File: src/t2t_pkg.sv
// --------------------------------------
// Shared widths, beat layout and enums
// for the strategy stage. Imported by
// every RTL module of the engine.
// --------------------------------------

package t2t_pkg;

  // --------------------------------------
  // Widths
  // --------------------------------------

  // Decoder beat
  localparam int DATA_W  = 32;
  // Symbol index and table depth
  localparam int SYM_W   = 4;
  localparam int NUM_SYM = 16;
  // Order payload fields
  localparam int PRICE_W = 16;
  localparam int VOL_W   = 16;
  localparam int OID_W   = 16;

  // --------------------------------------
  // Beat 1 layout
  // --------------------------------------

  // Message type in the top two bits
  localparam int MSG_TYPE_HI = 31;
  localparam int MSG_TYPE_LO = 30;
  // Symbol index just below it
  localparam int SYM_HI = 29;
  localparam int SYM_LO = 26;
  // Price in the low half, volume in the low half of beat 2

  // --------------------------------------
  // Enums
  // --------------------------------------

  typedef enum logic [1:0] {
    MSG_NEW    = 2'd0,
    MSG_TRADE  = 2'd1,
    MSG_CANCEL = 2'd2,
    MSG_OTHER  = 2'd3
  } msg_type_e;

  // Strategy execution FSM
  typedef enum logic [1:0] {
    ST_WAIT,
    ST_LD,
    ST_CMP,
    ST_ISSUE
  } sef_state_e;

  // Host register field select
  typedef enum logic [1:0] {
    FLD_ENABLE      = 2'd0,
    FLD_PRICE_LIMIT = 2'd1,
    FLD_MIN_VOLUME  = 2'd2,
    FLD_ORDER_QTY   = 2'd3
  } cfg_field_e;

endpackage
File: src/strategy_engine.sv
// --------------------------------------
// Strategy stage top level. Decoder
// packets in, stamped orders out, host
// settings through the config port.
// --------------------------------------

module strategy_engine
  import t2t_pkg::*;
(
  input  logic               clk,
  input  logic               reset_n,
  // Host configuration
  input  logic               cfg_wr,
  input  logic [SYM_W-1:0]   cfg_sym,
  input  cfg_field_e         cfg_field,
  input  logic [DATA_W-1:0]  cfg_wdata,
  // Decoder stream
  input  logic               dec_valid,
  input  logic               dec_sop,
  input  logic [DATA_W-1:0]  dec_data,
  output logic               dec_ready,
  // Order stream
  input  logic               order_ready,
  output logic               order_valid,
  output logic [OID_W-1:0]   order_id,
  output logic [SYM_W-1:0]   order_sym,
  output logic [PRICE_W-1:0] order_price,
  output logic [VOL_W-1:0]   order_qty
);

  // Register block to FSM and datapath
  logic               rd_en;
  logic [SYM_W-1:0]   rd_sym;
  logic               sym_enable;
  logic [PRICE_W-1:0] price_limit;
  logic [VOL_W-1:0]   min_volume;
  logic [VOL_W-1:0]   order_qty_cfg;
  // Comparator control and results
  logic               pcmp_load_a;
  logic               pcmp_load_b;
  logic               vcmp_load_a;
  logic               vcmp_load_b;
  logic               price_ok;
  logic               volume_ok;
  // Stamp handshake
  logic               stamp_req;
  logic               stamp_go;
  logic               stamp_done;

  strategy_regs u_regs (
    .clk           (clk),
    .reset_n       (reset_n),
    .cfg_wr        (cfg_wr),
    .cfg_sym       (cfg_sym),
    .cfg_field     (cfg_field),
    .cfg_wdata     (cfg_wdata),
    .rd_en         (rd_en),
    .rd_sym        (rd_sym),
    .sym_enable    (sym_enable),
    .price_limit   (price_limit),
    .min_volume    (min_volume),
    .order_qty_cfg (order_qty_cfg)
  );

  strategy_fsm u_fsm (
    .clk         (clk),
    .reset_n     (reset_n),
    .dec_valid   (dec_valid),
    .dec_sop     (dec_sop),
    .dec_data    (dec_data),
    .dec_ready   (dec_ready),
    .rd_en       (rd_en),
    .rd_sym      (rd_sym),
    .sym_enable  (sym_enable),
    .price_ok    (price_ok),
    .volume_ok   (volume_ok),
    .pcmp_load_a (pcmp_load_a),
    .pcmp_load_b (pcmp_load_b),
    .vcmp_load_a (vcmp_load_a),
    .vcmp_load_b (vcmp_load_b),
    .stamp_req   (stamp_req),
    .stamp_go    (stamp_go),
    .stamp_done  (stamp_done)
  );

  // Message price against the limit
  threshold_cmp #(.W(PRICE_W)) u_price_cmp (
    .clk     (clk),
    .reset_n (reset_n),
    .load_a  (pcmp_load_a),
    .load_b  (pcmp_load_b),
    .a_in    (dec_data[PRICE_W-1:0]),
    .b_in    (price_limit),
    .a_le_b  (price_ok)
  );

  // Minimum volume against the message volume
  threshold_cmp #(.W(VOL_W)) u_volume_cmp (
    .clk     (clk),
    .reset_n (reset_n),
    .load_a  (vcmp_load_a),
    .load_b  (vcmp_load_b),
    .a_in    (min_volume),
    .b_in    (dec_data[VOL_W-1:0]),
    .a_le_b  (volume_ok)
  );

  order_stamp u_stamp (
    .clk           (clk),
    .reset_n       (reset_n),
    .stamp_req     (stamp_req),
    .stamp_go      (stamp_go),
    .sym_in        (dec_data[SYM_HI:SYM_LO]),
    .price_in      (dec_data[PRICE_W-1:0]),
    .volume_in     (dec_data[VOL_W-1:0]),
    .order_qty_cfg (order_qty_cfg),
    .order_ready   (order_ready),
    .order_valid   (order_valid),
    .order_id      (order_id),
    .order_sym     (order_sym),
    .order_price   (order_price),
    .order_qty     (order_qty),
    .stamp_done    (stamp_done)
  );

endmodule

File: src/order_stamp.sv
// --------------------------------------
// Order builder. Captures symbol and
// price on beat 1, sizes the quantity on
// launch, numbers the order and holds it
// until the order stream takes it.
// --------------------------------------

module order_stamp
  import t2t_pkg::*;
(
  input  logic               clk,
  input  logic               reset_n,
  input  logic               stamp_req,
  input  logic               stamp_go,
  input  logic [SYM_W-1:0]   sym_in,
  input  logic [PRICE_W-1:0] price_in,
  input  logic [VOL_W-1:0]   volume_in,
  input  logic [VOL_W-1:0]   order_qty_cfg,
  // Order stream
  input  logic               order_ready,
  output logic               order_valid,
  output logic [OID_W-1:0]   order_id,
  output logic [SYM_W-1:0]   order_sym,
  output logic [PRICE_W-1:0] order_price,
  output logic [VOL_W-1:0]   order_qty,
  output logic               stamp_done
);

  logic [VOL_W-1:0] vol_q;
  logic [VOL_W-1:0] qty_nxt;
  logic [OID_W-1:0] id_q;

  // Smaller of traded volume and configured size
  assign qty_nxt = (vol_q < order_qty_cfg) ? vol_q : order_qty_cfg;

  assign stamp_done = order_valid & order_ready;
  assign order_id   = id_q;

  // --------------------------------------
  // Payload
  // --------------------------------------

  always_ff @(posedge clk) begin
    // Beat-2 volume delayed one cycle to line up with the compare cycle
    if (!order_valid) vol_q <= volume_in;
    if (stamp_req) begin
      order_sym   <= sym_in;
      order_price <= price_in;
    end
    if (stamp_go) order_qty <= qty_nxt;
  end

  // --------------------------------------
  // Valid and order id
  // --------------------------------------

  always_ff @(posedge clk) begin
    if (!reset_n) begin
      order_valid <= 1'b0;
      id_q        <= '0;
    end else begin
      if (stamp_go)        order_valid <= 1'b1;
      else if (stamp_done) order_valid <= 1'b0;
      // Next id only after the current one is taken
      if (stamp_done) id_q <= id_q + 1'b1;
    end
  end

  // Fields frozen under back-pressure
  a_hold_stable: assert property (@(posedge clk) disable iff (!reset_n)
    order_valid && !order_ready |=> order_valid && $stable(order_id) &&
      $stable(order_sym) && $stable(order_price) && $stable(order_qty));

endmodule

File: src/strategy_fsm.sv
// --------------------------------------
// Strategy execution FSM. Takes decoder
// packets, reads the symbol settings,
// loads both comparators and launches
// the order stamp when both pass.
// --------------------------------------

module strategy_fsm
  import t2t_pkg::*;
(
  input  logic              clk,
  input  logic              reset_n,
  // Decoder stream
  input  logic              dec_valid,
  input  logic              dec_sop,
  input  logic [DATA_W-1:0] dec_data,
  output logic              dec_ready,
  // Settings read
  output logic              rd_en,
  output logic [SYM_W-1:0]  rd_sym,
  input  logic              sym_enable,
  // Comparators
  input  logic              price_ok,
  input  logic              volume_ok,
  output logic              pcmp_load_a,
  output logic              pcmp_load_b,
  output logic              vcmp_load_a,
  output logic              vcmp_load_b,
  // Order stamp
  output logic              stamp_req,
  output logic              stamp_go,
  input  logic              stamp_done
);

  sef_state_e state;
  sef_state_e state_nxt;
  msg_type_e  msg_type;
  logic       new_msg;
  logic       beat2_acc;

  // Beat 1 fields
  assign msg_type = msg_type_e'(dec_data[MSG_TYPE_HI:MSG_TYPE_LO]);
  assign rd_sym   = dec_data[SYM_HI:SYM_LO];
  assign new_msg  = dec_valid & dec_sop & (msg_type == MSG_NEW);

  // Ready in ST_LD only for a beat 2 of an enabled symbol;
  // anything else is left for ST_WAIT to discard or restart on
  assign dec_ready = (state == ST_WAIT) |
                     ((state == ST_LD) & sym_enable & ~dec_sop);

  assign beat2_acc = (state == ST_LD) & sym_enable & dec_valid & ~dec_sop;

  // Read, price A and stamp capture all fire on NEW beat 1
  assign rd_en       = (state == ST_WAIT) & new_msg;
  assign pcmp_load_a = rd_en;
  assign stamp_req   = rd_en;

  // Limit arrives from the register block in ST_LD
  assign pcmp_load_b = (state == ST_LD);
  // Min volume and message volume together
  assign vcmp_load_a = beat2_acc;
  assign vcmp_load_b = beat2_acc;

  assign stamp_go = (state == ST_CMP) & price_ok & volume_ok;

  // --------------------------------------
  // State machine
  // --------------------------------------

  always_comb begin
    state_nxt = state;
    case (state)
      ST_WAIT: begin
        if (new_msg) state_nxt = ST_LD;
      end
      ST_LD: begin
        // Abort on a disabled symbol or a new packet in place of beat 2
        if (!sym_enable || (dec_valid && dec_sop)) state_nxt = ST_WAIT;
        else if (beat2_acc)                        state_nxt = ST_CMP;
      end
      ST_CMP: begin
        state_nxt = (price_ok && volume_ok) ? ST_ISSUE : ST_WAIT;
      end
      ST_ISSUE: begin
        if (stamp_done) state_nxt = ST_WAIT;
      end
      default: state_nxt = ST_WAIT;
    endcase
  end

  always_ff @(posedge clk) begin
    if (!reset_n) begin
      state <= ST_WAIT;
    end else begin
      state <= state_nxt;
    end
  end

  // --------------------------------------
  // Assertions
  // --------------------------------------

  // A settings read never starts while the stamper still holds an order
  a_rd_from_wait: assert property (@(posedge clk) disable iff (!reset_n)
    rd_en |-> !stamp_done);

  // The stamper reports a taken order only while the FSM holds in ST_ISSUE
  a_issue_hold: assert property (@(posedge clk) disable iff (!reset_n)
    stamp_done |-> (state == ST_ISSUE));

endmodule

File: src/threshold_cmp.sv
// --------------------------------------
// Two-operand threshold compare. A and B
// load on their own strobes; output is
// A <= B on the stored values.
// --------------------------------------

module threshold_cmp
  import t2t_pkg::*;
#(
  parameter int W = PRICE_W
) (
  input  logic         clk,
  input  logic         reset_n,
  input  logic         load_a,
  input  logic         load_b,
  input  logic [W-1:0] a_in,
  input  logic [W-1:0] b_in,
  output logic         a_le_b
);

  logic [W-1:0] a_q;
  logic [W-1:0] b_q;

  // Operands may arrive in different cycles
  always_ff @(posedge clk) begin
    if (!reset_n) begin
      a_q <= '0;
      b_q <= '0;
    end else begin
      if (load_a) a_q <= a_in;
      if (load_b) b_q <= b_in;
    end
  end

  // Unsigned compare
  assign a_le_b = (a_q <= b_q);

endmodule

File: src/strategy_regs.sv
// --------------------------------------
// Per-symbol strategy settings. Host
// writes one field per cycle; the FSM
// reads a whole symbol, registered.
// --------------------------------------

module strategy_regs
  import t2t_pkg::*;
(
  input  logic               clk,
  input  logic               reset_n,
  // Host write port
  input  logic               cfg_wr,
  input  logic [SYM_W-1:0]   cfg_sym,
  input  cfg_field_e         cfg_field,
  input  logic [DATA_W-1:0]  cfg_wdata,
  // FSM read port
  input  logic               rd_en,
  input  logic [SYM_W-1:0]   rd_sym,
  output logic               sym_enable,
  output logic [PRICE_W-1:0] price_limit,
  output logic [VOL_W-1:0]   min_volume,
  output logic [VOL_W-1:0]   order_qty_cfg
);

  // Settings table, one entry per symbol
  logic [NUM_SYM-1:0] enable_q;
  logic [PRICE_W-1:0] price_limit_q [NUM_SYM];
  logic [VOL_W-1:0]   min_volume_q  [NUM_SYM];
  logic [VOL_W-1:0]   order_qty_q   [NUM_SYM];

  // --------------------------------------
  // Host writes
  // --------------------------------------

  always_ff @(posedge clk) begin
    if (!reset_n) begin
      // All symbols start disabled with zero settings
      enable_q <= '0;
      for (int i = 0; i < NUM_SYM; i++) begin
        price_limit_q[i] <= '0;
        min_volume_q[i]  <= '0;
        order_qty_q[i]   <= '0;
      end
    end else if (cfg_wr) begin
      case (cfg_field)
        FLD_ENABLE:      enable_q[cfg_sym]      <= cfg_wdata[0];
        FLD_PRICE_LIMIT: price_limit_q[cfg_sym] <= cfg_wdata[PRICE_W-1:0];
        FLD_MIN_VOLUME:  min_volume_q[cfg_sym]  <= cfg_wdata[VOL_W-1:0];
        FLD_ORDER_QTY:   order_qty_q[cfg_sym]   <= cfg_wdata[VOL_W-1:0];
        default: ;
      endcase
    end
  end

  // --------------------------------------
  // Registered read
  // --------------------------------------

  // Held while rd_en is low, so data stays valid until beat 2 shows up
  always_ff @(posedge clk) begin
    if (!reset_n) begin
      sym_enable    <= 1'b0;
      price_limit   <= '0;
      min_volume    <= '0;
      order_qty_cfg <= '0;
    end else if (rd_en) begin
      sym_enable    <= enable_q[rd_sym];
      price_limit   <= price_limit_q[rd_sym];
      min_volume    <= min_volume_q[rd_sym];
      order_qty_cfg <= order_qty_q[rd_sym];
    end
  end

endmodule

File: config.mk
export PLATFORM = sky130hd
export DESIGN_NAME = strategy_engine
export DESIGN_NICKNAME = d
export VERILOG_FILES = /design/src/t2t_pkg.sv /design/src/strategy_engine.sv /design/src/order_stamp.sv /design/src/strategy_fsm.sv /design/src/threshold_cmp.sv /design/src/strategy_regs.sv
export SDC_FILE = /design/constraint.sdc
export NUM_CORES = 1
export LEC_CHECK = 0
export ABC_AREA = 1
export BUFFER_PORTS_ARGS = -buffer_cell sky130_fd_sc_hd__buf_2
export CAP_MARGIN = 20
export CORE_ASPECT_RATIO = 1.75
export CORE_UTILIZATION = 30
export CTS_BUF_LIST = sky130_fd_sc_hd__clkbuf_16
export CTS_CLUSTER_DIAMETER = 100
export DETAILED_ROUTE_END_ITERATION = 12
export GPL_TIMING_DRIVEN = 0
export SYNTH_ARGS = -nofsm -noshare
export SYNTH_HDL_FRONTEND = slang
export SYNTH_HIERARCHICAL = 1
export SYNTH_SLANG_ARGS = --single-unit
File: constraint.sdc
create_clock -name clk -period 4 [get_ports clk]
set_clock_uncertainty 0.2 [all_clocks]
set_input_delay 0.8 -clock clk [delete_from_list [all_inputs] [get_ports clk]]
set_output_delay 0.8 -clock clk [all_outputs]
set_load 0.01 [all_outputs]
==> results by group <==
Min path
  – HP Class: input pin to flip-flop
  – Worst Hold Depth: 1

Setup path
  – FF-to-FF path depth: 9
  – Startpoint class of the critical path: flip-flop
  – Crit. End Element: flip-flop
  – Critical path class: flip-flop to flip-flop
  – Crit path max fanout: 10
  – Critical path required time: about 4.4 ns
  – Arr. time, crit path: 4.13 ns

Global route
  – Number of global-route vias before repair: 34.1k
  – Largest net degree at the start of global routing: 21
  – Global-route wire length before repair: 234 mm
  – GRT overflow: 0
  – Total GRT Usage: 0.227
  – Initial antenna violation count: 12

Placed design
  – GPL Wtd Cong: 1.02
  – Placed insts: roughly 6.6k
  – Final HPWL DP: 126 mm
  – Input/output buffers: 102
  – Post-DP Area: 46400 µm²
  – Setup WS pre-CTS: -0.451 ns

Final layout
  – Seq. cell area: 27600 µm²
  – Multi-input gate area: 13500 µm²
  – Fillers: 14.6k
  – Non-filler instance count after layout: 6801
  – Area Overhead vs Synth: 14.0%
  – Fraction of layout cells with a size suffix above 1: 0.0834
  – Final core utilization: 0.344
  – Nets: 4990
  – Final Instance Area: 49300 µm²

STA
  – Final period utilization: 0.938
  – Worst slew margin: 0.181
  – Final setup vio count: 0
  – Maximum clock frequency: 0.267 GHz
  – Final Hold Viols: 0
  – Least-Margin Pin Slew: between 1 and 1.5 ns
  – Final slew viol count: 0
  – RSZ-0062 raised after global routing: no
  – Post-layout min period: ~3.8 ns
  – Setup WS post-layout: 0.249 ns

Routing
  – Via density per instance: 5.09
  – Length of the first detailed-routing pass in iterations: 8
  – Via count: 34.6k
  – DRT iter0 DRCs: ~3.1k
  – WL/cell: 24.6 µm
  – Final Routed Wirelength: around 170 mm
  – DRC: 0
  – Antenna-violating nets left: 0

Floorplanning
  – Die Y: 505 µm
  – Initial Utilization: 0.302
  – Io pins: 130
  – Die area: 146000 µm²
  – Row Count: 184
  – Core region area: approximately 140000 µm²
  – Die width: 289 µm

Synthesis
  – Yosys reg bits: 968
  – Synth warn: 6
  – Most used DFF post-synth: edfxtp_1
  – Post-Synthesis Cells: around 4.7k
  – Cell Area, Synth: 43300 µm²
  – Library cells used by synthesis: 36
  – Async SR Flop Fraction: 0
  – Post-Syn Nets: approximately 4.8k
  – Post-synthesis area per instance: 9.31 µm²
  – Register area share after synthesis: 0.637
  – Post-synth EDFFs: 820

Power and ir drop
  – Worst ir drop on vdd: 325 µV
  – Pwr dens: around 460 nW/µm²
  – Total leakage power: 19.7 nW

CTS
  – Cts bufs inserted: 87
  – CTS clk-pin slew, worst paths: ~0.070 ns
  – Clock Latency Late Sink: ~0.7 ns
  – Clk sinks: 968
  – H-tree depth: 3
  – Worst-case clock buffer depth: 3
  – CTS tree: built
  – Hold-fix buffers at CTS: 0
  – Root Driver: clkbuf_16

Run
  – Max Cap Viol: 0

Outcome
  – Run status: finished, final reports clean
cells in the mapped netlist (2+ instances only):
cell / count / share of area
nor2_1: 980 / 0.085
inv_2: 6 / 0.00052
buf_2: 110 / 0.013
nand4_1: 7 / 0.0010
nand3_1: 678 / 0.078
buf_4: 13 / 0.0023
a21o_1: 2 / 0.00035
nor3_1: 8 / 0.00092
nor2_2: 5 / 0.00072
nor4_1: 2 / 0.00029
o21ai_1: 4 / 0.00046
buf_6: 3 / 0.00078
clkbuf_2: 2 / 0.00023
edfxtp_1: 820 / 0.57
inv_1: 173 / 0.015
xor2_1: 3 / 0.00061
nand2_1: 1236 / 0.11
o21ai_0: 80 / 0.0092
nand2_2: 13 / 0.0019
buf_1: 46 / 0.0040
clkbuf_1: 173 / 0.015
dfxtp_1: 148 / 0.068
nor3_2: 4 / 0.00092
ha_1: 48 / 0.014
a21oi_1: 77 / 0.0089
layout by cell type, fill, tap and decap left out, drive strengths merged:
cell type	instances
nor4	2
dfxtp	148
edfxtp	820
buf	297
nand4	7
a21boi	1
xor2	3
a21oi	78
nand3	679
bufinv	10
clkbuf	263
nor2	986
clkinvlp	4
diode	2
o21ai	84
nor3b	1
ha	48
a311oi	1
clkinv	39
nand3b	1
o21a	1
inv	201
nand2	1250
a21o	2
nor3	13
report_power, final:
| part | internal [mW] | switching (mW) | leakage, nW |
|---|---|---|---|
| clock | 4.68 | 3.90 | 1.44 |
| combinational | 0.579 | 1.80 | 9.29 |
| sequential | 11.5 | 0.202 | 8.99 |
path summary, 6_finish.rpt:
kind	from	to	slack (ns)
setup / recovery	u_fsm/state[0]	u_regs/price_limit[6]	0.25
hold / removal	dec_data[26]	u_stamp/order_sym[0]	0.10
setup reg to reg	u_fsm/state[0]	u_regs/price_limit[6]	0.25
hold reg to reg	u_price_cmp/b_q[4]	u_price_cmp/b_q[4]	0.26
sequential cells by signal, indices dropped and copies added, names as in the netlist, 16 cells and up:
| register | count |
|---|---|
| u_regs/min_volume | 16 |
| u_price_cmp/a_q | 16 |
| u_regs/enable_q | 16 |
| u_stamp/order_price | 16 |
| u_volume_cmp/a_q | 16 |
| u_regs/price_limit | 16 |
| u_stamp/order_id | 16 |
| u_volume_cmp/b_q | 16 |
| u_regs/order_qty_q | 256 |
| u_stamp/vol_q | 16 |
| u_regs/order_qty_cfg | 16 |
| u_stamp/order_qty | 16 |
| u_price_cmp/b_q | 16 |
| u_regs/min_volume_q | 256 |
| u_regs/price_limit_q | 256 |
worst max-delay path, stage by stage (launching register included):
cell	delay (ns)
dfxtp_1	0.35
nor2_1	0.18
inv_1	0.11
nor2_2	0.43
buf_4	0.19
clkbuf_1	0.46
buf_1	0.81
nand3_1	0.63
nand2_1	0.20
inv_1	0.05
area by class of cell:
type,instances,share of cell area
diodes,2,0.000101
plain buffers,347,0.0307
clock buffers,88,0.0446
clock inverters,74,0.0131
inverters,180,0.0137
multi-input cells,3157,0.274
flip-flops and latches,968,0.559
well taps,1860,0.0472
repair buffers,125,0.0177
metrics by stage:
| step | total power [mW] | TNS [ns] | hold WS [ns] |
|---|---|---|---|
| final | 22.6 | 0 | 0.101 |
| after floorplan | 13.1 | 0 | 0.233 |
| after global routing | 23.3 | 0 | 0.0851 |
| after global placement | 14.1 | -209.07 | 0.251 |
| after CTS | 22.7 | 0 | 0.0536 |
| after detailed placement | 14.2 | -68.23 | 0.255 |
cell families (layout without fill, tap and decap cells):
logic type               after synthesis  in the layout  share of synthesized area
AO/OA/AOI/OAI                        167            167                     0.0199
XOR/XNOR                               3              3                   0.000607
adder cells (fa/ha/maj)               48             48                     0.0139
buffers and inverters                527            814                     0.0506
flip-flops                           968            968                      0.637
other                                  0              2                          0
AND/OR/NAND/NOR                     2939           2939                      0.278
what timing repair did:
action,4_1_cts,5_1_grt
endpoints found under the setup margin,0,7
resized for setup,0,1
buffers inserted,0,0
metal layers:
metal / track usage / share of wire / vias up
met5: 0 / 0.00068 / -
met4: 0.193 / 0.10 / 18
met3: 0.0402 / 0.069 / 542
met2: 0.411 / 0.51 / 1655
met1: 0.221 / 0.32 / 16600
li1: - / - / 15800
No activity file was read; power rests on OpenSTA's default activity.
